<file path="src/source/mipsIsaPkg.sv">
//--------------------------------------------------------------------------
// MIPS subset: word and register types, opcode and funct encodings,
// decoded operation enumeration and the link register number
//--------------------------------------------------------------------------
package mipsIsaPkg;

    typedef logic [31:0] wordT;
    typedef logic [4:0]  regAddrT;

    // Operations after decode, carried down the pipeline
    typedef enum logic [3:0] {
        OP_NOP,
        OP_ADDU,
        OP_SUBU,
        OP_ORI,
        OP_LUI,
        OP_LW,
        OP_SW,
        OP_BEQ,
        OP_JAL,
        OP_JR
    } opT;

    // Primary opcodes, instr[31:26]
    localparam logic [5:0] OPC_SPECIAL = 6'h00;
    localparam logic [5:0] OPC_JAL     = 6'h03;
    localparam logic [5:0] OPC_BEQ     = 6'h04;
    localparam logic [5:0] OPC_ORI     = 6'h0d;
    localparam logic [5:0] OPC_LUI     = 6'h0f;
    localparam logic [5:0] OPC_LW      = 6'h23;
    localparam logic [5:0] OPC_SW      = 6'h2b;

    // Funct field of SPECIAL, instr[5:0]
    localparam logic [5:0] FUNCT_JR    = 6'h08;
    localparam logic [5:0] FUNCT_ADDU  = 6'h21;
    localparam logic [5:0] FUNCT_SUBU  = 6'h23;

    // jal writes its return address here
    localparam regAddrT REG_RA = 5'd31;

endpackage

</file>
<file path="src/source/mipsPipePkg.sv">
//--------------------------------------------------------------------------
// Pipeline stage-boundary payloads and their nop values
//--------------------------------------------------------------------------
package mipsPipePkg;
    import mipsIsaPkg::*;

    typedef struct packed {
        wordT instr;
        wordT pc;
    } ifIdT;

    typedef struct packed {
        opT          op;
        wordT        pc;
        wordT        rsData;
        wordT        rtData;
        logic [15:0] imm;
        regAddrT     rtAddr;
        regAddrT     rdAddr;
    } idExT;

    typedef struct packed {
        opT      op;
        wordT    pc;
        wordT    aluOut;
        wordT    storeData;
        regAddrT dest;
    } exMemT;

    typedef struct packed {
        opT      op;
        wordT    pc;
        wordT    data;
        regAddrT dest;
    } memWbT;

    // The all-zero instruction word decodes as a nop
    localparam ifIdT  IF_ID_NOP  = '{instr: '0, pc: '0};
    localparam idExT  ID_EX_NOP  = '{op: OP_NOP, default: '0};
    localparam exMemT EX_MEM_NOP = '{op: OP_NOP, default: '0};
    localparam memWbT MEM_WB_NOP = '{op: OP_NOP, default: '0};

endpackage

</file>
<file path="src/source/regWriteIf.sv">
//--------------------------------------------------------------------------
// Register-write bus from writeback to the register file
//--------------------------------------------------------------------------
interface regWriteIf import mipsIsaPkg::*; ();

    logic    en;
    // Never zero while en is high
    regAddrT addr;
    wordT    data;
    // PC of the retiring instruction, for the trace
    wordT    pc;

    modport driver (
        output en, addr, data, pc
    );

    modport receiver (
        input en, addr, data, pc
    );

endinterface

</file>
<file path="src/source/regFile.sv">
//--------------------------------------------------------------------------
// General register file, 31 writable entries, write-through reads
//--------------------------------------------------------------------------
module regFile import mipsIsaPkg::*; (
    input  logic               clk,
    input  logic               arstN,
    input  regAddrT            rsAddr,
    input  regAddrT            rtAddr,
    regWriteIf.receiver        wr,
    output wordT               rsData,
    output wordT               rtData
);

    // $0 has no storage
    wordT regs [1:31];

    always_ff @(posedge clk or negedge arstN) begin
        if (!arstN) begin
            for (int i = 1; i < 32; i++) begin
                regs[i] <= '0;
            end
        end else if (wr.en) begin
            regs[wr.addr] <= wr.data;
        end
    end

    // Bypass the WB write so ID sees it in the same cycle
    function automatic wordT readPort(input regAddrT a);
        wordT v;
        if (a == '0) begin
            v = '0;
        end else if (wr.en && wr.addr == a) begin
            v = wr.data;
        end else begin
            v = regs[a];
        end
        return v;
    endfunction

    always_comb begin
        rsData = readPort(rsAddr);
        rtData = readPort(rtAddr);
    end

endmodule

</file>
<file path="src/source/decodeUnit.sv">
//--------------------------------------------------------------------------
// ID stage: field split, operation decode, register read, beq compare
// and branch/jump target generation
//--------------------------------------------------------------------------
module decodeUnit import mipsIsaPkg::*; import mipsPipePkg::*; (
    input  logic               clk,
    input  logic               arstN,
    input  ifIdT               ifId,
    regWriteIf.receiver        wr,
    output idExT               idEx,
    output logic               redirect,
    output wordT               target
);

    logic [5:0]  opcode;
    logic [5:0]  funct;
    regAddrT     rsAddr;
    regAddrT     rtAddr;
    regAddrT     rdAddr;
    logic [15:0] imm;
    logic [25:0] index;
    wordT        rsData;
    wordT        rtData;
    wordT        pcPlus4;
    wordT        branchTarget;
    wordT        jumpTarget;
    opT          op;
    logic        unsupported;

    assign opcode = ifId.instr[31:26];
    assign rsAddr = ifId.instr[25:21];
    assign rtAddr = ifId.instr[20:16];
    assign rdAddr = ifId.instr[15:11];
    assign funct  = ifId.instr[5:0];
    assign imm    = ifId.instr[15:0];
    assign index  = ifId.instr[25:0];

    regFile regs (
        .clk(clk), .arstN(arstN),
        .rsAddr(rsAddr), .rtAddr(rtAddr),
        .wr(wr),
        .rsData(rsData), .rtData(rtData)
    );

    always_comb begin
        op = OP_NOP;
        unsupported = 1'b0;
        case (opcode)
            OPC_SPECIAL: begin
                case (funct)
                    FUNCT_ADDU: op = OP_ADDU;
                    FUNCT_SUBU: op = OP_SUBU;
                    FUNCT_JR:   op = OP_JR;
                    // Only the all-zero word is a legal nop here
                    default:    unsupported = (ifId.instr != '0);
                endcase
            end
            OPC_ORI: op = OP_ORI;
            OPC_LUI: op = OP_LUI;
            OPC_LW:  op = OP_LW;
            OPC_SW:  op = OP_SW;
            OPC_BEQ: op = OP_BEQ;
            OPC_JAL: op = OP_JAL;
            default: unsupported = 1'b1;
        endcase
    end

    assign pcPlus4      = ifId.pc + 32'd4;
    assign branchTarget = pcPlus4 + {{14{imm[15]}}, imm, 2'b00};
    assign jumpTarget   = {pcPlus4[31:28], index, 2'b00};

    always_comb begin
        redirect = 1'b0;
        target   = branchTarget;
        case (op)
            OP_BEQ: redirect = (rsData == rtData);
            OP_JAL: begin
                redirect = 1'b1;
                target   = jumpTarget;
            end
            OP_JR: begin
                redirect = 1'b1;
                target   = rsData;
            end
            default: redirect = 1'b0;
        endcase
    end

    always_comb begin
        idEx.op     = op;
        idEx.pc     = ifId.pc;
        idEx.rsData = rsData;
        idEx.rtData = rtData;
        idEx.imm    = imm;
        idEx.rtAddr = rtAddr;
        idEx.rdAddr = rdAddr;
    end

    // Anything fetched outside the supported subset silently becomes a nop
    knownEncoding: assert property (@(posedge clk) disable iff (!arstN)
        !unsupported)
        else $error("unsupported instruction %h at pc %h", ifId.instr, ifId.pc);

endmodule

</file>
<file path="src/flat_wrapper.sv">
// flat-port wrapper written by rule: the top's interface ports become plain ports
module decodeUnit_flat import mipsIsaPkg::*; import mipsPipePkg::*;
  (clk, arstN, ifId, idEx, redirect, target, wr_en, wr_addr, wr_data, wr_pc);
  regWriteIf wr_i ();
  input  logic clk;
  input  logic arstN;
  input  ifIdT ifId;
  output idExT idEx;
  output logic redirect;
  output wordT target;
  input wire logic [$bits(wr_i.en)-1:0] wr_en;
  input wire logic [$bits(wr_i.addr)-1:0] wr_addr;
  input wire logic [$bits(wr_i.data)-1:0] wr_data;
  input wire logic [$bits(wr_i.pc)-1:0] wr_pc;
  assign wr_i.en = wr_en;
  assign wr_i.addr = wr_addr;
  assign wr_i.data = wr_data;
  assign wr_i.pc = wr_pc;
  decodeUnit u_core (.clk(clk), .arstN(arstN), .ifId(ifId), .wr(wr_i), .idEx(idEx), .redirect(redirect), .target(target));
endmodule
</file>
<file path="config.mk">
export PLATFORM = sky130hd
export DESIGN_NAME = decodeUnit_flat
export DESIGN_NICKNAME = d
export VERILOG_FILES = /design/src/source/mipsIsaPkg.sv /design/src/source/mipsPipePkg.sv /design/src/source/regWriteIf.sv /design/src/source/regFile.sv /design/src/source/decodeUnit.sv /design/src/flat_wrapper.sv
export SDC_FILE = /design/constraint.sdc
export NUM_CORES = 2
export LEC_CHECK = 0
export BUFFER_PORTS_ARGS = -buffer_cell sky130_fd_sc_hd__buf_4
export CELL_PAD_IN_SITES_DETAIL_PLACEMENT = 0
export CELL_PAD_IN_SITES_GLOBAL_PLACEMENT = 1
export CORE_MARGIN = 2
export CORE_UTILIZATION = 54
export CTS_BUF_LIST = sky130_fd_sc_hd__clkbuf_8
export CTS_CLUSTER_SIZE = 30
export DETAILED_ROUTE_END_ITERATION = 10
export GPL_TIMING_DRIVEN = 0
export PLACE_DENSITY_LB_ADDON = 0.1
export SYNTH_ARGS = -nofsm -noshare
export SYNTH_HDL_FRONTEND = slang
export SYNTH_SLANG_ARGS = --single-unit
</file>
<file path="constraint.sdc">
create_clock -name clk -period 5.6 [get_ports clk]
set_input_delay 0.84 -clock clk [delete_from_list [all_inputs] [get_ports clk]]
set_output_delay 0.84 -clock clk [all_outputs]
set_load 0.1 [all_outputs]
</file>
==> reports/summary.md <==
The worst slew margin relative to its limit was -15.3%. In the layout the commonest cells are mux2_2, dfrtp_1, mux4_2. The die boundary height was 329 um; the number of placement rows was 119. Detailed routing inserted a total of 45100 vias.

Detailed placement ended at an HPWL of 177000 um. The longest clock path from root to sink contains 3 buffers. The logs give 1 for the setup violation total in the final timing report and 170 for the largest net degree at the start of global routing. For this run, the leading register cell type out of synthesis is dfrtp_1. After layout, the design draws a total of 24.0 mW. Among cell families on the critical path, the largest total delay comes from buffers and inverters. The layout overhead on the synthesized area was 16.7%. Summing every instance area after synthesis gives 57100 sq um. In this run, synthesis inferred 0 flip-flops with an integrated enable.

The die covers 108000 sq um. For this run, asynchronously set or reset flops after synthesis account for 100%. The type of element launching the critical path is a primary input. The run gives 252 as the number of pins with negative max-slew slack in the final report.

The final reports fail on max-capacitance violations, max-slew violations, negative setup slack. On the critical path, the stage with the largest delay is an instance of clkbuf_2. The launching element of the worst setup path is ifId[52].

The largest single stage delay on the critical path is 0.76 ns. Pin placement for this block handled 295 I/O pins. The max-capacitance violation count was 24. STA puts the critical path data required time at 4.76 ns. TritonCTS created 172 clock buffers.

The logs give 43300 for the via count of the first global-routing pass and 0 for the number of hold-slack violations in the final timing report. The instance area at placement is 61200 sq um. The share of Yosys cell area claimed by the top area cell type is 43.5%. The count of warnings emitted by yosys came out at 0. The congestion estimate from routability-driven global placement came to 1.01. The run gives 6782 as the detailed router's first-iteration violation count.

When the netlist entered floorplanning its net count stood at 4200. Of all cell types, the one taking the most synthesized area is dfrtp_1. The end-of-flow core utilization was 63.4%; the setup slack after layout was -0.169 ns. The average wire per standard cell came out at 43.8 um. The net count of the finished layout is 4656. The synthesis-stage register bit count was 992. The peak ir drop on the vdd network is 0.261 mV.

The share of the clock period used by the worst path after layout came out at 103%. TritonCTS built the clock tree. The worst path needs 5.77 ns of the cycle, external delays included.

The total track usage is 49.1%. Worst-margin pin slew: 1.73 ns. u_core.regs.regs holds more flip-flops than any other register. The most numerous cell type found on the critical path is buf_2. For this run the aggregate overflow at the end of global routing stands at 0. The number of flip-flops under the largest register name is 992, and the wire length of the first global-routing pass is 357000 um.

In this run the remaining antenna-violating nets after routing total 0. The upper clock frequency limit is 173 MHz. The critical path goes through buf_4 -> buf_2 -> buf_2 -> clkbuf_2 -> nor2_1 -> o31ai_2 -> xnor2_2 -> nand4_1 -> or4_4 -> o21ai_4 -> buf_12. Power spread over the standard cell area amounts to 361 nW/um^2. The average instance in the mapped netlist occupies 14.2 sq um. The tree is rooted in a clkbuf_8. The worst hold path belongs to the class in -> reg. Prior to clock tree synthesis, the placed netlist has a worst setup slack of -2.75 ns. Leaving out fill and tap cells, the most frequent cell in the layout is mux2_2.

The tools report the number of fill cells in the layout as 8295. Using the TritonRoute via totals, the vias-per-cell ratio works out to 7.47. The largest registers in the layout are u_core.regs.regs (992). Summing all non-filler instances in the final layout gives an area of 66600 sq um.

The width of the die came out at 329 um. The cell count after synthesis came out at 4030. The startpoint identified for the worst hold timing path is wr_data[30]. Clock tree synthesis found a total of 992 sinks. By startpoint and endpoint, the worst setup path is classified as in -> out. The worst setup path is captured at an output port. The H-tree was split into 4 levels. Along the worst path, the maximum fanout reaches 11. The number of detailed-route iterations in the first pass is 6, and the number of unique standard cell types used by synthesis is 73.

The final layout contains routed wiring with a total length of 264000 um. The fraction of final layout cells sized beyond drive strength 1 was 53.6%; the effective utilization at floorplan was 54.3%. The reg-to-reg critical path startpoint is u_core.regs.regs[484].

The CTS clock-pin slew for the worst setup and hold paths is 0.06 ns. The worst clock skew on the final layout came out at 0 ns. During placement, the flow inserted port buffers numbering 249. The core region is 105000 sq um. The initial antenna violation count was 27; the count of buffering cells on the critical path with inverters included was 5.

For this run, design rule violations remaining after detail routing come to 0. By area the synthesized netlist is led by dfrtp_1, mux2_2, mux4_2, clkbuf_1, buf_4. The tools report the arrival time of the worst setup path as 4.93 ns. The later pin in the worst-skew pair is clocked with a latency of 0.91 ns. The run finished, with violations left. After synthesis, flip-flops and latches occupy 43.5% of the total area. Leakage power: 28.9 nW.
[final timing paths]
| kind | to | cells after the start | slack [ns] |
|---|---|---|---|
| min reg2reg | u_core.regs.regs[825] | 1 | 0.52 |
| max | redirect | 11 | -0.17 |
| max reg2reg | u_core.regs.regs[484] | 1 | 4.78 |
| min in group asynchronous | u_core.regs.regs[186] | 2 | 0.51 |
| max in group asynchronous | u_core.regs.regs[720] | 5 | 2.19 |
| min | u_core.regs.regs[30] | 2 | 0.23 |
[stage by stage]
step                      setup TNS (ns)  hold slack, ns  cells
after CTS                       -0.00282           0.207   6006
final                             -0.169           0.228   6039
after global routing             -0.0125           0.246   6021
after detailed placement          -49.66           0.509   5684
after floorplan                   -0.711           0.491   4030
after global placement          -8221.37           0.499   5670
[layer usage]
| layer | vias to the layer above | routed length [um] | GRT usage [%] |
|---|---|---|---|
| met3 | 1183 | 39100 | 23.1 |
| met2 | 3846 | 109000 | 66.8 |
| li1 | 16500 | - | - |
| met1 | 23600 | 91400 | 60.5 |
| met4 | 29 | 24200 | 37.2 |
| met5 | - | 679 | 2.87 |
[where the power goes]
group	internal, mW	switching (mW)
Sequential	8.58	1.05
Clock	3.61	3.33
Combinational	3.33	4.14
Total	15.5	8.52
[layout make-up]
type                    instances  area, sq um  share of cell area [%]
multi-input cells            2550        30400                    45.7
flip-flops and latches        992        24800                    37.3
plain buffers                 451         3410                    5.12
clock buffers                 223         3070                    4.61
repair buffers                287         2490                    3.73
well taps                    1391         1740                    2.61
clock inverters                88          439                   0.659
inverters                      32          124                   0.186
diodes                         25         62.6                  0.0939
[cell families after synthesis]
group	count (synthesis)	synth area share, %
fa+ha+maj	34	0.758
flops	992	43.5
compound gates	392	5.02
mux	1594	41.4
buf+inv	488	4.30
simple gates	438	3.64
xor+xnor	92	1.41
[timing repair]
item                       in CTS  in global routing
buffers inserted               12                  9
hold buffers                    1                  0
setup endpoints to repair      72                  8
cloned                          0                  0
gates resized for setup       371                121
pin swaps                       8                  8
hold endpoints to repair      101                  0
[synth_stat cells, types with 17 or more instances]
cell type and number:
buf_1 64, nor2b_1 23, ha_1 33, o21ai_0 64
a21oi_1 49, mux2_2 1064, buf_6 27, nand2_1 161
mux2i_1 24, a221oi_1 43, clkbuf_1 207, mux4_2 506
and3_1 17, buf_2 74, nand4_1 18, nor3_1 27
a22oi_1 27, xnor2_1 52, a22o_1 31, buf_4 82
dfrtp_1 992, nor2_1 92, inv_1 31, xor2_1 40
nand3_1 42, a32o_1 20
(Power assumes the default switching activity.)
