$ cat config.mk
export PLATFORM = sky130hd
export DESIGN_NAME = fetchUnit
export DESIGN_NICKNAME = d
export VERILOG_FILES = /design/src/source/mipsIsaPkg.sv /design/src/source/fetchUnit.sv
export SDC_FILE = /design/constraint.sdc
export NUM_CORES = 1
export LEC_CHECK = 0
export BUFFER_PORTS_ARGS = -buffer_cell sky130_fd_sc_hd__buf_2
export CAP_MARGIN = 15
export CORE_MARGIN = 4
export CORE_UTILIZATION = 49
export CTS_CLUSTER_SIZE = 24
export DETAILED_ROUTE_END_ITERATION = 16
export GPL_ROUTABILITY_DRIVEN = 0
export HOLD_SLACK_MARGIN = 0.15
export PLACE_DENSITY_LB_ADDON = 0.08
export SLEW_MARGIN = 20
export SYNTH_ARGS = -nofsm -noshare
export SYNTH_HDL_FRONTEND = slang
export SYNTH_SLANG_ARGS = --single-unit
export TNS_END_PERCENT = 1
$ cat constraint.sdc
create_clock -name clk -period 1.9 [get_ports clk]
set_input_delay 0.38 -clock clk [delete_from_list [all_inputs] [get_ports clk]]
set_output_delay 0.38 -clock clk [all_outputs]
set_load 0.03 [all_outputs]
$ cat src/source/mipsIsaPkg.sv
//--------------------------------------------------------------------------
// MIPS subset: word and register types, opcode and funct encodings,
// decoded operation enumeration and the link register number
//--------------------------------------------------------------------------
package mipsIsaPkg;

    typedef logic [31:0] wordT;
    typedef logic [4:0]  regAddrT;

    // Operations after decode, carried down the pipeline
    typedef enum logic [3:0] {
        OP_NOP,
        OP_ADDU,
        OP_SUBU,
        OP_ORI,
        OP_LUI,
        OP_LW,
        OP_SW,
        OP_BEQ,
        OP_JAL,
        OP_JR
    } opT;

    // Primary opcodes, instr[31:26]
    localparam logic [5:0] OPC_SPECIAL = 6'h00;
    localparam logic [5:0] OPC_JAL     = 6'h03;
    localparam logic [5:0] OPC_BEQ     = 6'h04;
    localparam logic [5:0] OPC_ORI     = 6'h0d;
    localparam logic [5:0] OPC_LUI     = 6'h0f;
    localparam logic [5:0] OPC_LW      = 6'h23;
    localparam logic [5:0] OPC_SW      = 6'h2b;

    // Funct field of SPECIAL, instr[5:0]
    localparam logic [5:0] FUNCT_JR    = 6'h08;
    localparam logic [5:0] FUNCT_ADDU  = 6'h21;
    localparam logic [5:0] FUNCT_SUBU  = 6'h23;

    // jal writes its return address here
    localparam regAddrT REG_RA = 5'd31;

endpackage

$ cat src/source/fetchUnit.sv
//--------------------------------------------------------------------------
// Program counter and next-PC selection
//--------------------------------------------------------------------------
module fetchUnit import mipsIsaPkg::*; #(
    parameter wordT resetPc = 32'h0000_3000
) (
    input  logic clk,
    input  logic arstN,
    input  logic redirect,
    input  wordT target,
    output wordT pc
);

    wordT nextPc;

    // Redirect comes from ID, so the word fetched meanwhile is the delay slot
    always_comb begin
        if (redirect) begin
            nextPc = target;
        end else begin
            nextPc = pc + 32'd4;
        end
    end

    always_ff @(posedge clk or negedge arstN) begin
        if (!arstN) begin
            pc <= resetPc;
        end else begin
            pc <= nextPc;
        end
    end

    // A jr through a misaligned register value would break this
    pcAligned: assert property (@(posedge clk) disable iff (!arstN)
        pc[1:0] == 2'b00)
        else $error("fetch pc %h not word aligned", pc);

endmodule

==> results.cfg, run 1 <==
[outcome]
status = complete, no violations

[cells_and_area]
final_common_cell = buf_2
mostFrequentLayoutCells = 66 x buf_2, 28 x dfrtp_1, 23 x nand2_1
top_regs = pc (32)
antenna_cells = 0
fillers = 323
largest_reg_flops = 32
nets = 307
syn_to_final_growth_pct = 29.9
regMostFlops = pc
drive_gt1_share_pct = 37.5

[clocking]
worst_skew_pair.late_latency_ns = 0.29
postCtsSetupBuffers = 0
path_clk_slew_ns = 0.07
cts_inserted_buffers = 5
cts.sinks = 32
cts_tree = yes
clock_path_buffers = 2
clockRootBuffer = clkbuf_8
htree_levels = 2

[critical_path]
cp_slowest_cell = dfstp_2
end_kind = flop
crit_fanout = 6
critical_path_class = flop to flop
worstPathCellList = and4_4 -> nand4_2 -> buf_4 -> or4_1 -> a31oi_1
critPathLaunchType = flop
reg2reg_setup_slack_ns = 0.09
slowest_delay_ns = 0.55
required_ns = 2.11
arrival_ns = 2.01

[drt]
vias_per_cell = 5.75
vias = 1827
wl_per_cell_um = 14.5
wl_um = 4620
drtIter0Drc = 126
ant_nets = 0
drc = 0
firstDrtPassIters = 5

[timing]
rsz0062_at_grt = true
finalSetupViolCount = 0
finalCritPeriodShare_pct = 95.0
fin_tns_setup_ns = 0
fin_hold_ws_ns = 0.301
tightest_slew_ns = 0.409
hold_violations = 0
period_needed_ns = 1.81
slew_violations = 0
clock.fmax_ghz = 0.554
relSlewSlack_pct = 72.7
final.setup_skew_ns = 0.00762

[global_routing]
grt_pass1_vias = 1539
use_met3_pct = 6.16
track_usage_pct = 20.6
grt_max_degree = 33
gr-total-overflow = 0
grt.busiest_layer = met2
grt_pass1_wl_um = 7150
met1_usage_pct = 26.3
grt_use_met2_pct = 32.3
grt_antenna_before_repair = 0

[floorplan]
die-area_um2 = 4750
design.core.area_um2 = 3470
io_pins = 67
initial_core_util_pct = 52.4
die_h_um = 68.9
fp.dieW_um = 68.9
rows = 21

[synth]
synth_seq_cells = 32
ys_seq_area_share_pct = 44.2
yosysWarnings = 0
synth_area_um2 = 1820
syn-mean-instance-area_um2 = 9.32
synthCells = 195
syn_nets = 231
synth_cell_types = 29

[placement]
io_buffers = 66
hpwlAfterDp_um = 3370

[power]
p_total_w = 0.00184
irDropWorstVdd_v = 0.000446
power.leakage_nw = 1.05
power_density_nw_per_um2 = 780

[job]
cap_violations = 0

[worst_hold_path]
min_path_type = input pin to flop
-- metal layers --
layer | wire length [um] | vias to the layer above | share of wire, %
li1 | - | 890 | -
met1 | 1970 | 862 | 43
met2 | 2240 | 66 | 49
met3 | 334 | 9 | 7.2
met4 | 75 | 0 | 1.6
met5 | 0 | - | 0
-- report_power, final --
group / internal, W / total (W) / switching, W / leakage, nW
Sequential: 0.000754 / 0.000823 / 0.0000689 / 0.367
Combinational: 0.000175 / 0.000484 / 0.000309 / 0.641
Clock: 0.000295 / 0.000535 / 0.000240 / 0.0455
-- worst paths after layout --
kind | endpoint | cells past startpoint | startpoint
max in group asynchronous | pc[12] | 3 | arstN
setup reg to reg | pc[23] | 5 | pc[12]
hold / removal | pc[16] | 3 | target[16]
setup / recovery | pc[23] | 5 | pc[12]
hold reg to reg | pc[2] | 1 | pc[2]
min in group asynchronous | pc[17] | 3 | arstN
-- final cells by class --
| type | count | area [um2] | area share (%) |
|---|---|---|---|
| multi-input combinational | 145 | 927 | 39.3 |
| sequential | 32 | 806 | 34.1 |
| timing repair buffer | 84 | 468 | 19.8 |
| clock buffer | 8 | 90.1 | 3.82 |
| tap | 46 | 57.6 | 2.44 |
| inverter | 3 | 11.3 | 0.477 |
-- metrics by stage --
stage	util, %	worst slack [ns]	instances	instance area (um2)
finish	68.0	0.0947	318	2360
global route	68.0	0.00184	318	2360
CTS	67.7	0.0481	318	2350
detailed placement	64.8	0.0575	309	2250
global placement	64.8	0.122	309	2250
floorplan	-	0.0223	195	1820
-- synthesized netlist by cell type --
cell type	n	share of area, %
nand4_4	1	1.2
and2_1	3	1.0
nand4_1	8	2.8
buf_2	4	1.1
nand3_1	9	2.5
a31oi_1	14	4.8
clkbuf_8	1	0.76
xor2_1	9	4.3
o211ai_1	3	1.2
nor2_1	14	2.9
inv_1	3	0.62
dfstp_2	2	2.9
nand4_2	2	1.4
dfrtp_1	30	41
mux2_2	3	1.9
o31ai_1	12	5.0
and3_1	3	1.0
o311ai_0	1	0.48
or4_1	14	5.8
nand2_4	1	0.62
or3_1	3	1.0
buf_6	2	1.2
and4_1	4	1.9
o21ai_0	14	3.9
xnor2_1	2	0.96
nand2_1	23	4.8
clkbuf_1	8	1.7
ha_1	1	0.69
or2_2	1	0.34
-- worst max-delay path: cells and delay by family (launching register included) --
family,cells,cell delay (ns)
compound gates,1,0.20
buf+inv,1,0.19
flops,1,0.55
simple gates,3,0.78
-- cell families after synthesis --
| logic type | count (synthesis) | synth area share [%] |
|---|---|---|
| xor+xnor | 11 | 5.30 |
| mux | 3 | 1.86 |
| fa+ha+maj | 1 | 0.689 |
| simple gates | 86 | 27.2 |
| compound gates | 44 | 15.4 |
| buf+inv | 18 | 5.37 |
| flops | 32 | 44.2 |
-- timing repair --
item / 4_1_cts / 5_1_grt
resized for setup: 0 / 3
hold buffers: 1 / 0
setup endpoints to repair: 0 / 7
hold endpoints to repair: 30 / 0
Power figures use the tool's default switching activity.
==> inputs of run 2 (changes only) <==
Settings changed: CORE_UTILIZATION 49 to 51, CTS_BUF_LIST from default to sky130_fd_sc_hd__clkbuf_8.
==> run 2 against run 1 <==
- global-route usage shrank 0.14 points
- flip-flop and latch count is the same
- largest power group unchanged
- power shrank 1.5%
- sequential share of layout area grew 0.35 points
- routed wire length shrank 8.5%
==> results.cfg, run 2 (same netlist as run 1, synthesis figures left out) <==
[cells_and_area]
nets = 304
seqCellArea_um2 = 806
fin_util_pct = 68.9
multi_input_area_um2 = 928
top_regs = pc (32)
mostFrequentLayoutCells = 66 x buf_2, 28 x dfrtp_1, 23 x nand2_1
antenna_cells = 0
drive_gt1_share_pct = 37.5
regMostFlops = pc
syn_to_final_growth_pct = 28.6
fillers = 279
instances_no_fill = 315
final_common_cell = buf_2
largest_reg_flops = 32

[global_routing]
grt_pass1_vias = 1591
track_usage_pct = 20.5
gr-total-overflow = 0
grt_antenna_before_repair = 0
grt_pass1_wl_um = 7070
grt_max_degree = 33

[clocking]
clockRootBuffer = clkbuf_8
postCtsSetupBuffers = 0
hold_buffers = 0
worst_skew_pair.late_latency_ns = 0.28
cts_inserted_buffers = 5
cts_tree = yes
path_clk_slew_ns = 0.06
clock_path_buffers = 2
htree_levels = 2
cts.sinks = 32

[critical_path]
critical_path_class = flop to flop
end_kind = flop
slowest_delay_ns = 0.55
required_ns = 2.10
cp_slowest_cell = dfstp_2
reg2reg_setup_slack_ns = 0.11
critPathLaunchType = flop
path_buf_inv = 1
critPathTopFamily = simple AND/OR/NAND/NOR gates
crit_fanout = 7
arrival_ns = 2.00
worstPathCellList = and4_4 -> nand4_2 -> buf_4 -> or4_1 -> a31oi_1

[drt]
wl_um = 4230
firstDrtPassIters = 4
ant_nets = 0
vias_per_cell = 5.53
wl_per_cell_um = 13.4
drc = 0
drtIter0Drc = 81
vias = 1742

[timing]
clock.fmax_ghz = 0.557
final.setup_skew_ns = 0.00341
period_needed_ns = 1.79
tightest_slew_ns = 0.711
fin_tns_setup_ns = 0
hold_violations = 0
relSlewSlack_pct = 52.6
rsz0062_at_grt = false
slew_violations = 0
finalSetupViolCount = 0
finalCritPeriodShare_pct = 94.5

[outcome]
status = complete, no violations

[power]
seqPwrFrac_pct = 45.4
power.share.switching_pct = 33.3
p_sw_w = 0.000604
power.leakage_nw = 1.05
internal_power_w = 0.00121
p_total_w = 0.00181
combPwrFrac_pct = 26.1
power_density_nw_per_um2 = 776
irDropWorstVdd_v = 0.000674
pwr-share-clk_pct = 28.5

[floorplan]
die_h_um = 67.7
io_pins = 67
rows = 21
initial_core_util_pct = 53.6
design.core.area_um2 = 3390
die-area_um2 = 4580
fp.dieW_um = 67.7

[placement]
hpwlAfterDp_um = 3140
io_buffers = 66
dpl.cell_count = 307

[job]
cap_violations = 0

[worst_hold_path]
min_path_type = input pin to asynchronous set/reset pin
## run 2: cell types whose count changed in the layout (fill, tap and decap cells not counted), sizes merged
cell / previous run / this run
buf: 83 / 81
inv: 3 / 5
dlygate4sd3: 1 / 0
clkbuf: 8 / 6
## run 2: final timing paths
kind | from | endpoint | cells after the start
setup reg to reg | pc[12] | pc[29] | 5
min in group clk | target[5] | pc[5] | 3
hold reg to reg | pc[2] | pc[2] | 1
hold / removal | arstN | pc[11] | 1
setup / recovery | pc[12] | pc[29] | 5
max in group asynchronous | arstN | pc[3] | 1
## run 2: layout make-up
| class | instances | area share [%] |
|---|---|---|
| multi-input combinational | 145 | 39.7 |
| sequential | 32 | 34.5 |
| timing repair buffer | 81 | 19.0 |
| clock buffer | 6 | 3.54 |
| tap | 46 | 2.46 |
| inverter | 3 | 0.482 |
| clock inverter | 2 | 0.321 |
## run 2: power by group through the flow
stage	clock network [W]	logic [W]	registers, W
after floorplan	0	0.000156	0.000970
after global placement	0	0.000471	0.000831
after detailed placement	0	0.000473	0.000833
after CTS	0.000528	0.000477	0.000822
after global routing	0.000557	0.000518	0.000837
final	0.000517	0.000473	0.000822
## run 2: worst reg2reg max path, delay by kind of cell, from the launching register on
family	cells	cell delay, ns
AND/OR/NAND/NOR	3	0.79
flip-flops	1	0.55
buffers and inverters	1	0.19
AO/OA/AOI/OAI	1	0.19
## run 2: stage by stage
stage               hold WS, ns  cell area [um2]  setup slack, ns
floorplan                0.0844             1820           0.0223
global placement          0.472             2230           0.0309
detailed placement        0.467             2230          -0.0273
CTS                       0.166             2330           0.0522
global route              0.200             2340           0.0211
finish                    0.150             2340            0.105
## run 2: what timing repair did
action | 4_1_cts | 5_1_grt
setup endpoints to repair | 5 | 6
pin swaps | 0 | 0
gates resized for setup | 2 | 2
## run 2: layer usage
layer  share of wire, %  global-route usage, %
met5                  0                      0
met1                 44                   26.0
met2                 47                   33.0
met4                1.6                   7.09
met3                6.9                   5.99
==> inputs of run 3 (changes only) <==
Settings changed: CORE_ASPECT_RATIO from default to 2.
==> run 3 against run 2 <==
- combinational power rose by 3%
- clock power rose by 22%
- routed wire length rose by 10%
- flip-flop and latch count did not move
- critical path depth fell by 1
- clock-buffer cell count fell by 1
- worst hold slack got worse by 0.0022 ns
- final area rose by 1.7%
- clock skew rose by 0.0061 ns
- sequential share of layout area fell by 0.56 points
- maximum frequency fell by 2.7%
- power rose by 6.9%
==> results.cfg, run 3 (same netlist as run 1, synthesis figures left out) <==
[clocking]
clockRootBuffer = clkbuf_8
cts.sinks = 32
htree_levels = 2
postCtsSetupBuffers = 0
cts_tree = yes
path_clk_slew_ns = 0.07
worst_skew_pair.late_latency_ns = 0.29
hold_buffers = 0
cts_resized = 0
clock_path_buffers = 2
cts_inserted_buffers = 5

[drt]
wl_met1_um = 1690
firstDrtPassIters = 4
drtIter0Drc = 18
drc = 0
dr.max_layer_used = met4
wl_met2_um = 2600
vias = 1802
vias_per_cell = 5.61
wl_per_cell_um = 14.5
met3_wirelength_um = 286
wl_um = 4660
ant_nets = 0

[critical_path]
slowest_delay_ns = 0.55
arrival_ns = 2.04
end_kind = flop
critical_path_class = flop to flop
worstPathCellList = and4_2 -> nand4_2 -> or4_1 -> a31oi_1
critPathLaunchType = flop
crit_fanout = 13
cp_slowest_cell = dfstp_2
required_ns = 2.09

[floorplan]
die-area_um2 = 4640
io_pins = 67
rows = 30
design.core.area_um2 = 3420
die_h_um = 92.4
initial_core_util_pct = 53.2
fp.dieW_um = 50.2

[timing]
relSlewSlack_pct = 51.9
fin_tns_setup_ns = 0
clock.fmax_ghz = 0.542
slew_violations = 0
finalCritPeriodShare_pct = 97.1
final.setup_skew_ns = 0.00949
tightest_slew_ns = 0.722
finalSetupViolCount = 0
period_needed_ns = 1.84
rsz0062_at_grt = true
layout_setup_ws_ns = 0.0560
hold_violations = 0

[global_routing]
track_usage_pct = 22.1
gr-total-overflow = 0
grt_pass1_wl_um = 7900
grt_antenna_before_repair = 0
grt_max_degree = 33
grt_pass1_vias = 1823

[job]
cap_violations = 0

[worst_hold_path]
min_path_type = input pin to asynchronous set/reset pin

[cells_and_area]
top_regs = pc (32)
regMostFlops = pc
stdcell_area_um2 = 2370
multi_input_area_um2 = 917
syn_to_final_growth_pct = 30.7
largest_reg_flops = 32
nets = 308
mostFrequentLayoutCells = 66 x buf_2, 28 x dfrtp_1, 23 x nand2_1
drive_gt1_share_pct = 38.5
fillers = 301
antenna_cells = 0
final_common_cell = buf_2
seqCellArea_um2 = 806

[power]
power.leakage_nw = 1.08
power_density_nw_per_um2 = 816
irDropWorstVdd_v = 0.000469

[outcome]
status = complete, no violations

[placement]
hpwlAfterDp_um = 3480
place_area_um2 = 2270
pre_cts_slack_ns = 0.0688
io_buffers = 66
-- run 3: cell count changes in the layout (fill, tap and decap cells not counted), sizes merged --
cell	change
inv	-1
clkbuf	-1
clkinv	+1
buf	+4
bufinv	+1
-- run 3: final cells by class --
| type | instances | share of cell area, % |
|---|---|---|
| Timing Repair Buffer | 85 | 19.9 |
| Tap cell | 48 | 2.53 |
| Clock inverter | 3 | 1.63 |
| Clock buffer | 5 | 2.90 |
| Inverter | 3 | 0.474 |
| Sequential cell | 32 | 33.9 |
| Multi-Input combinational cell | 145 | 38.6 |
-- run 3: metal layers --
metal,track usage [%],vias up
li1,-,879
met1,21.4,857
met2,41.2,58
met5,0,-
met3,6.28,8
met4,9.93,0
-- run 3: stage by stage --
stage	total power (W)	hold slack, ns	instances	util (%)
after floorplan	0.00113	0.0844	195	-
after global placement	0.00131	0.469	313	66.3
after detailed placement	0.00132	0.471	313	66.3
after CTS	0.00196	0.162	321	69.5
after global routing	0.00204	0.198	321	69.5
final	0.00194	0.147	321	69.5
-- run 3: final timing paths --
path | cells after the start | slack (ns) | startpoint | to
worst min register to register | 1 | 0.49 | pc[2] | pc[2]
worst max register to register | 4 | 0.06 | pc[13] | pc[19]
worst min-delay path | 1 | 0.15 | arstN | pc[9]
max in group asynchronous | 1 | 1.25 | arstN | pc[3]
min in group clk | 3 | 0.30 | target[5] | pc[5]
worst max-delay path | 4 | 0.06 | pc[13] | pc[19]
-- run 3: worst max-delay path: cells and delay by family (launching register included) --
| family | cells | cell delay (ns) |
|---|---|---|
| AO/OA/AOI/OAI | 1 | 0.20 |
| flip-flops | 1 | 0.55 |
| AND/OR/NAND/NOR | 3 | 1.00 |
-- run 3: where the power goes --
group          switching (W)  internal (W)  total (W)
logic               0.000310      0.000179   0.000488
clock network       0.000248      0.000383   0.000632
registers          0.0000651      0.000753   0.000818
total               0.000623       0.00132    0.00194
