File: src/source/mipsIsaPkg.sv
//--------------------------------------------------------------------------
// MIPS subset: word and register types, opcode and funct encodings,
// decoded operation enumeration and the link register number
//--------------------------------------------------------------------------
package mipsIsaPkg;

    typedef logic [31:0] wordT;
    typedef logic [4:0]  regAddrT;

    // Operations after decode, carried down the pipeline
    typedef enum logic [3:0] {
        OP_NOP,
        OP_ADDU,
        OP_SUBU,
        OP_ORI,
        OP_LUI,
        OP_LW,
        OP_SW,
        OP_BEQ,
        OP_JAL,
        OP_JR
    } opT;

    // Primary opcodes, instr[31:26]
    localparam logic [5:0] OPC_SPECIAL = 6'h00;
    localparam logic [5:0] OPC_JAL     = 6'h03;
    localparam logic [5:0] OPC_BEQ     = 6'h04;
    localparam logic [5:0] OPC_ORI     = 6'h0d;
    localparam logic [5:0] OPC_LUI     = 6'h0f;
    localparam logic [5:0] OPC_LW      = 6'h23;
    localparam logic [5:0] OPC_SW      = 6'h2b;

    // Funct field of SPECIAL, instr[5:0]
    localparam logic [5:0] FUNCT_JR    = 6'h08;
    localparam logic [5:0] FUNCT_ADDU  = 6'h21;
    localparam logic [5:0] FUNCT_SUBU  = 6'h23;

    // jal writes its return address here
    localparam regAddrT REG_RA = 5'd31;

endpackage

File: src/source/mipsPipePkg.sv
//--------------------------------------------------------------------------
// Pipeline stage-boundary payloads and their nop values
//--------------------------------------------------------------------------
package mipsPipePkg;
    import mipsIsaPkg::*;

    typedef struct packed {
        wordT instr;
        wordT pc;
    } ifIdT;

    typedef struct packed {
        opT          op;
        wordT        pc;
        wordT        rsData;
        wordT        rtData;
        logic [15:0] imm;
        regAddrT     rtAddr;
        regAddrT     rdAddr;
    } idExT;

    typedef struct packed {
        opT      op;
        wordT    pc;
        wordT    aluOut;
        wordT    storeData;
        regAddrT dest;
    } exMemT;

    typedef struct packed {
        opT      op;
        wordT    pc;
        wordT    data;
        regAddrT dest;
    } memWbT;

    // The all-zero instruction word decodes as a nop
    localparam ifIdT  IF_ID_NOP  = '{instr: '0, pc: '0};
    localparam idExT  ID_EX_NOP  = '{op: OP_NOP, default: '0};
    localparam exMemT EX_MEM_NOP = '{op: OP_NOP, default: '0};
    localparam memWbT MEM_WB_NOP = '{op: OP_NOP, default: '0};

endpackage

File: src/source/executeUnit.sv
//--------------------------------------------------------------------------
// EX stage: ALU and destination register selection
//--------------------------------------------------------------------------
module executeUnit import mipsIsaPkg::*; import mipsPipePkg::*; (
    input  idExT  idEx,
    output exMemT exMem
);

    wordT immSigned;
    wordT immZero;

    assign immSigned = {{16{idEx.imm[15]}}, idEx.imm};
    assign immZero   = {16'h0000, idEx.imm};

    always_comb begin
        exMem.op        = idEx.op;
        exMem.pc        = idEx.pc;
        exMem.storeData = idEx.rtData;
        exMem.aluOut    = '0;
        // Zero destination means nothing is written back
        exMem.dest      = '0;
        case (idEx.op)
            OP_ADDU: begin
                exMem.aluOut = idEx.rsData + idEx.rtData;
                exMem.dest   = idEx.rdAddr;
            end
            OP_SUBU: begin
                exMem.aluOut = idEx.rsData - idEx.rtData;
                exMem.dest   = idEx.rdAddr;
            end
            OP_ORI: begin
                exMem.aluOut = idEx.rsData | immZero;
                exMem.dest   = idEx.rtAddr;
            end
            OP_LUI: begin
                exMem.aluOut = {idEx.imm, 16'h0000};
                exMem.dest   = idEx.rtAddr;
            end
            OP_LW: begin
                exMem.aluOut = idEx.rsData + immSigned;
                exMem.dest   = idEx.rtAddr;
            end
            OP_SW: begin
                exMem.aluOut = idEx.rsData + immSigned;
            end
            OP_JAL: begin
                // Return past the delay slot
                exMem.aluOut = idEx.pc + 32'd8;
                exMem.dest   = REG_RA;
            end
            default: begin
                exMem.aluOut = '0;
            end
        endcase
    end

endmodule

File: config.mk
export PLATFORM = sky130hd
export DESIGN_NAME = executeUnit
export DESIGN_NICKNAME = d
export VERILOG_FILES = /design/src/source/mipsIsaPkg.sv /design/src/source/mipsPipePkg.sv /design/src/source/executeUnit.sv
export SDC_FILE = /design/constraint.sdc
export NUM_CORES = 1
export LEC_CHECK = 0
export ABC_AREA = 1
export ABC_CLOCK_PERIOD_IN_PS = 11850
export BUFFER_PORTS_ARGS = -buffer_cell sky130_fd_sc_hd__buf_2
export CAP_MARGIN = 10
export CORE_MARGIN = 2
export CORE_UTILIZATION = 30
export DETAILED_ROUTE_END_ITERATION = 8
export SLEW_MARGIN = 30
export SYNTH_ARGS = -nofsm -noshare
export SYNTH_HDL_FRONTEND = slang
export SYNTH_SLANG_ARGS = --single-unit
File: constraint.sdc
create_clock -name vclk -period 11.85
set_input_delay 2.37 -clock vclk [all_inputs]
set_output_delay 2.37 -clock vclk [all_outputs]
set_load 0.01 [all_outputs]
==> metrics.yaml, run 1 <==
yosysSeqAreaShare: 0
crit_path_start_kind: "input port"
mostFrequentLayoutCells: "nand2_1 (234), buf_2 (231), nor2_1 (116), inv_1 (108), nand3_1 (99)"
critPathArrivalTime_ns: 5.91
cp_slowest_cell: "ha_1"
dr_total_vias: 7453
status: "completed"
grt_max_degree: 33
chipHeight_microns: 138.5
holdPathStages: 2
crit_type: "input port to output pin"
wl_microns: 24300
rsz0062_at_grt: "false"
yosysWarnings: 0
grt.total_usage: 0.2390
max-vdd-ir-drop_uv: 19.40
nClkBuffers: 0
fin_nets: 1344
drv_slew: 0
initial_core_util: 0.3042
hold_path_startpoint: "idEx[26]"
synth_nets: 1191
antenna_found_initial: 0
max_stage_delay_ns: 0.36
syn-mean-instance-area_sq_um: 5.294
final_layout_size_suffix_gt1_frac: 0.2415
viasPerCell: 5.305
slew_headroom: 0.6023
io_pins: 231
ys_types: 51
hold_buffers: 0
core_sq_mm: 0.01784
io_buffers: 231
regArea_sq_um: 0
clock.fmax_ghz: 0.1208
finalSetupViolations: 0
cts_setup_buffers: 0
grt_pass1_wl_microns: 37030
postRouteAntennaNets: 0
period_minus_slack_ns: 8.277
maxCapViolCount: 0
dr.pass1.iters: 5
whs_ns: 4.940
path_cells: "buf_2 -> inv_2 -> nor2_1 -> nand2_4 -> inv_4 -> nor2_8 -> inv_6 -> nand2_1 -> inv_2 -> a22oi_1 -> ha_1 -> a21oi_1 -> o21ai_0 -> a21oi_1 -> nand3_1 -> or2_2 -> nand3_1 -> nand2_1 -> buf_2"
grt_pass1_vias: 6691
power.density_mw_per_mm2: 50.17
ctsResizeCount: 0
p_leak_nw: 3.126
worstMarginPinSlew_ns: 0.5911
design.seq.count: 0
hp-class: "input port to output pin"
whs_endpoint: "exMem[5]"
fin_tns_setup_ns: 0
num_rows: 49
layout_worst_path_cycle_share: 0.6984
worstPathMaxFanout: 27
antenna_cells: 0
final_common_cell: "nand2_1"
syn-cell-area_sq_mm: 0.005426
final_hold_viol_count: 0
first_iter_violations: 591
nFillCells: 2128
cp.required_ns: 9.48
die_x_microns: 138.5
place_congestion: 0.9984
netlist_instances: 1025
syn2layout_area_growth_pct: 16.09
dpl.hpwl_microns: 21230
overflow: 0
end_kind: "output pin"
die_area_sq_mm: 0.01918
drc: 0
wl_per_cell_microns: 17.30
[per-stage QoR]
| stage | power, mW | instances | instance area (sq um) | setup WS [ns] | util |
|---|---|---|---|---|---|
| after CTS | 0.3120 | 1405 | 6300 | 3.625 | 0.3531 |
| after global routing | 0.3499 | 1405 | 6300 | 3.218 | 0.3531 |
| final | 0.3160 | 1405 | 6300 | 3.573 | 0.3531 |
| after detailed placement | 0.3108 | 1405 | 6300 | 3.628 | 0.3531 |
| after global placement | 0.3108 | 1405 | 6300 | 3.640 | 0.3531 |
| after floorplan | 0.2049 | 1025 | 5426 | 4.613 | - |
[synth_stat cells (3+ instances only)]
master      n  area share
nand2_1   234        0.16
nor2_1    117       0.081
inv_1     108       0.075
nand3_1    99       0.091
o21ai_0    84       0.077
a21oi_1    72       0.066
buf_4      69       0.095
ha_1       39       0.090
nand4_1    30       0.035
nor3_1     22       0.020
or2_2      18       0.021
nand3b_1   12       0.017
a31oi_1    11       0.013
o211ai_1    9       0.012
a22oi_1     8       0.011
inv_2       8      0.0055
nor4_1      8      0.0092
buf_2       7      0.0065
o21bai_1    6      0.0083
a221o_1     5      0.0092
nor2_2      5      0.0058
a22oi_2     4      0.0092
clkbuf_1    4      0.0028
xnor2_1     4      0.0065
a21o_1      3      0.0042
nor2_4      3      0.0062
o21a_1      3      0.0042
o221ai_1    3      0.0048
[cell families after synthesis]
kind of cell             synth area share
AO/OA/AOI/OAI                      0.2345
adder cells (fa/ha/maj)           0.09361
XOR/XNOR                         0.009684
buffers and inverters              0.1932
AND/OR/NAND/NOR                    0.4690
[critical path: cells and delay by family]
kind                       cells  cell delay [ns]
and+or+nand+nor                8             1.33
AOI/OAI and AO/OA              4             0.99
buffers and inverters          6             0.84
adders and majority gates      1             0.36
[area by class of cell]
type | count | area (sq um) | area share
well taps | 229 | 286.5 | 0.04548
inverters | 119 | 454.2 | 0.07210
multi-input cells | 823 | 4380 | 0.6953
repair buffers | 234 | 1179 | 0.1871
[power by group]
part           switching [mW]  internal (mW)
Clock                       0              0
Sequential                  0              0
Combinational           0.206          0.110
Total                   0.206          0.110
[metal layers]
| layer | wire, microns | part of all wire | up-vias | GRT usage |
|---|---|---|---|---|
| li1 | - | - | 3742 | - |
| met1 | 10750 | 0.44 | 3341 | 0.3368 |
| met2 | 11080 | 0.46 | 342 | 0.3992 |
| met3 | 1915 | 0.079 | 28 | 0.02148 |
| met4 | 558 | 0.023 | 0 | 0.04672 |
| met5 | 0 | 0 | - | 0 |
[how the worst max path moves through the flow]
| stage | from | end | slack [ns] |
|---|---|---|---|
| after detailed placement | idEx[122] | exMem[61] | 3.63 |
| after global placement | idEx[123] | exMem[61] | 3.64 |
| after global routing | idEx[123] | exMem[61] | 3.22 |
| after CTS | idEx[123] | exMem[61] | 3.63 |
| final | idEx[123] | exMem[61] | 3.57 |
| after floorplan | idEx[26] | exMem[64] | 4.61 |
No activity file was read; power rests on OpenSTA's default activity.
==> run 2: changes to the inputs <==
- ABC_CLOCK_PERIOD_IN_PS: 11850 -> 6600
- clock period: 11.85 -> 6.6 ns (I/O delays scaled with it)
==> run 2 against run 1 <==
  * Global-route usage down 0.41 points
  * Critical path depth up 2
  * Cell area up 0.20%
  * Critical path type unchanged
  * Highest routed layer unchanged
==> metrics.yaml, run 2 (synthesis gave the netlist of run 1 again) <==
fin_nets: 1345
clock.fmax_ghz: 0.1625
pwr-share-clk: 0
wl_microns: 24050
worstMarginPinSlew_ns: 0.6122
ctsResizeCount: 0
p_leak_nw: 3.130
dr_total_vias: 7477
final_area_sq_mm: 0.006312
viasPerCell: 5.318
postRouteAntennaNets: 0
grt_max_degree: 28
drv_slew: 0
end_kind: "output pin"
finalSetupViolations: 0
fin_tns_setup_ns: 0
dpl.hpwl_microns: 21070
dr.pass1.iters: 6
nClkBuffers: 0
final_layout_size_suffix_gt1_frac: 0.2421
mostFrequentLayoutCells: "nand2_1 (234), buf_2 (231), nor2_1 (116), inv_1 (108), nand3_1 (99)"
cts_setup_buffers: 0
period_minus_slack_ns: 6.154
crit_type: "input port to output pin"
num_rows: 49
crit_start: "idEx[123]"
initial_core_util: 0.3042
multi_input_area_sq_mm: 0.004385
rsz0062_at_grt: "false"
design.seq.count: 0
grt_pass1_wl_microns: 36490
p_int_mw: 0.1983
maxCapViolCount: 0
drc: 0
regArea_sq_um: 0
max-vdd-ir-drop_uv: 33.56
overflow: 0
whs_ns: 2.840
grt_pass1_vias: 6683
final_common_cell: "nand2_1"
antenna_found_initial: 0
crit_path_start_kind: "input port"
power.density_mw_per_mm2: 89.78
critPathArrivalTime_ns: 4.83
core_sq_mm: 0.01784
die_area_sq_mm: 0.01918
antenna_cells: 0
power.switching_mw: 0.3684
status: "completed"
combPwrFrac: 1.000
cp.required_ns: 5.28
io_buffers: 231
nFillCells: 2094
chipHeight_microns: 138.5
die_x_microns: 138.5
p_seq_frac: 0
hp-class: "input port to output pin"
wl_per_cell_microns: 17.10
cp_slowest_cell: "ha_1"
place_area_sq_mm: 0.006312
syn2layout_area_growth_pct: 16.32
hold_buffers: 0
first_iter_violations: 605
grt.total_usage: 0.2349
place_congestion: 0.9939
max_stage_delay_ns: 0.38
hold_path_startpoint: "idEx[92]"
layout_worst_path_cycle_share: 0.9324
path_cells: "buf_2 -> inv_2 -> nor2_1 -> nand2_4 -> inv_4 -> nor2_8 -> inv_6 -> nand2_1 -> inv_2 -> a21oi_1 -> ha_1 -> nand2_1 -> nor2_1 -> inv_1 -> nor3_1 -> nand3_1 -> nand3_1 -> or2_2 -> nand3_1 -> nand2_1 -> buf_2"
final_hold_viol_count: 0
worstPathMaxFanout: 27
slew_headroom: 0.5909
switching_share: 0.6501
io_pins: 231
run 2: changes by cell type in the layout (fill, tap and decap cells not counted):
cell    before  now
buf_4        3    4
nor2_2       6    5
nor2_4       3    4
run 2: final cells by class:
class,instances,share of cell area
repair buffers,235,0.1879
well taps,229,0.04539
inverters,119,0.07195
multi-input cells,823,0.6947
run 2: stage by stage:
step / power, mW / cells / utilization / setup slack (ns)
after floorplan: 0.3680 / 1025 / - / 1.463
after global placement: 0.5539 / 1406 / 0.3535 / 0.6374
after detailed placement: 0.5554 / 1406 / 0.3538 / 0.5839
after CTS: 0.5580 / 1406 / 0.3538 / 0.5758
after global routing: 0.6229 / 1406 / 0.3538 / 0.1787
final: 0.5667 / 1406 / 0.3538 / 0.4459
run 2: layer usage:
| metal | global-route usage | wire length, microns | vias to the layer above |
|---|---|---|---|
| met5 | 0 | 0 | - |
| met1 | 0.3319 | 10690 | 3360 |
| met2 | 0.3955 | 10840 | 354 |
| met3 | 0.01905 | 1998 | 28 |
| met4 | 0.04028 | 516 | 0 |
| li1 | - | - | 3735 |
run 2: power by group through the flow:
stage,registers (mW),clock network (mW),logic [mW]
3_3_place_gp,0,0,0.554
4_1_cts,0,0,0.558
5_1_grt,0,0,0.623
6_report,0,0,0.567
2_1_floorplan,0,0,0.368
3_5_place_dp,0,0,0.555
run 2: path summary, 6_finish.rpt:
kind	to	slack [ns]	cells after the start
worst max-delay path	exMem[61]	0.45	21
worst min-delay path	exMem[71]	2.84	2
run 2: worst max-delay path: cells and delay by family:
family | cells | cell delay [ns]
compound gates | 1 | 0.19
fa+ha+maj | 1 | 0.38
buf+inv | 7 | 1.10
simple gates | 12 | 1.84
==> run 3: changes to the inputs <==
- REMOVE_ABC_BUFFERS: unset -> 1
==> run 3 against run 2 <==
  * Global-route usage up 0.55 points
  * First-iteration DRC count increased by 6.9%
  * Combinational power up 1%
  * Count of clock-buffer cells in the layout did not move
  * Non-clock buffer count rose by 1
  * Power increased by 1.2%
  * Maximum frequency down 2.5%
  * Largest power group unchanged
==> metrics.yaml, run 3 (synthesis gave the netlist of run 1 again) <==
maxCapViolCount: 0
design.seq.count: 0
dp_slack_ns: 0.3941
slew_headroom: 0.4369
clock.fmax_ghz: 0.1584
fin_nets: 1346
setup_ws_ns: 0.2872
path_common_cell: "nand2_1"
p_int_mw: 0.1987
dr_total_vias: 7546
first_iter_violations: 647
chipHeight_microns: 138.5
place_congestion: 1.039
antenna_cells: 0
cp.required_ns: 5.28
whs_ns: 2.840
period_minus_slack_ns: 6.313
dpl.hpwl_microns: 21630
path_buf_inv: 7
io_pins: 231
core_sq_mm: 0.01784
viasPerCell: 5.363
die_area_sq_mm: 0.01918
ctsResizeCount: 0
regArea_sq_um: 0
power.switching_mw: 0.3749
hp-class: "input port to output pin"
initial_core_util: 0.3042
layout_worst_path_cycle_share: 0.9565
max-vdd-ir-drop_uv: 36.30
cts_setup_buffers: 0
end_kind: "output pin"
grt.total_usage: 0.2404
grt_max_degree: 28
drc: 0
worstMarginPinSlew_ns: 0.8438
nClkBuffers: 0
antenna_found_initial: 0
path_cells: "buf_2 -> inv_2 -> nor2_1 -> nand2_4 -> inv_4 -> nor2_8 -> inv_6 -> nand2_1 -> inv_2 -> o21ai_0 -> o21ai_0 -> inv_1 -> ha_1 -> nand2_1 -> nor2_1 -> nand2_1 -> nor4_1 -> nand2_1 -> nand3_1 -> nand2_1 -> nand3_1 -> nand2_1 -> buf_2"
num_rows: 49
grt_pass1_vias: 6627
p_leak_nw: 3.135
pwr-share-clk: 0
worstPathMaxFanout: 27
fin_tns_setup_ns: 0
status: "completed"
critPathArrivalTime_ns: 4.99
crit_family: "simple AND/OR/NAND/NOR gates"
p_seq_frac: 0
power.density_mw_per_mm2: 90.83
syn2layout_area_growth_pct: 16.37
hold_buffers: 0
grt_pass1_wl_microns: 36990
drv_slew: 0
multi_input_area_sq_mm: 0.004380
nFillCells: 2067
rsz0062_at_grt: "false"
cp_slowest_cell: "nor4_1"
switching_share: 0.6536
combPwrFrac: 1.000
total_power_mw: 0.5736
overflow: 0
finalSetupViolations: 0
final_hold_viol_count: 0
final_common_cell: "nand2_1"
die_x_microns: 138.5
mostFrequentLayoutCells: "nand2_1 (234), buf_2 (231), nor2_1 (116), inv_1 (108), nand3_1 (99)"
crit_path_start_kind: "input port"
max_stage_delay_ns: 0.41
io_buffers: 231
crit_type: "input port to output pin"
final_layout_size_suffix_gt1_frac: 0.2428
postRouteAntennaNets: 0
dr.pass1.iters: 5
wl_per_cell_microns: 17.53
wl_microns: 24670
## run 3: cell count changes in the layout (fill, tap and decap cells not counted), sizes merged
cell	change
buf	+1
## run 3: final timing paths
kind                  slack, ns         to  depth (start not counted)  startpoint
worst min-delay path       2.84   exMem[5]                          2    idEx[26]
worst max-delay path       0.29  exMem[63]                         23   idEx[123]
## run 3: stage by stage
stage | instances | util | cell area (sq um)
floorplan | 942 | - | 4832
global placement | 1407 | 0.3540 | 6315
detailed placement | 1407 | 0.3540 | 6315
CTS | 1407 | 0.3540 | 6315
global route | 1407 | 0.3540 | 6315
finish | 1407 | 0.3540 | 6315
## run 3: layout make-up
class                           count  share of cell area
Inverter                          119             0.07192
Multi-Input combinational cell    823              0.6937
Tap cell                          229             0.04537
Timing Repair Buffer              236              0.1890
## run 3: power groups by stage
| stage | combinational (mW) | clock (mW) | sequential (mW) |
|---|---|---|---|
| floorplan | 0.322 | 0 | 0 |
| global placement | 0.561 | 0 | 0 |
| detailed placement | 0.562 | 0 | 0 |
| CTS | 0.565 | 0 | 0 |
| global route | 0.632 | 0 | 0 |
| finish | 0.574 | 0 | 0 |
## run 3: layer usage
layer,wire length [microns],share of wire,track usage,vias to the layer above
met5,0,0,0,-
met4,544,0.022,0.04780,0
met3,2257,0.092,0.03187,32
met2,10910,0.44,0.3895,390
met1,10950,0.44,0.3420,3385
li1,-,-,-,3739
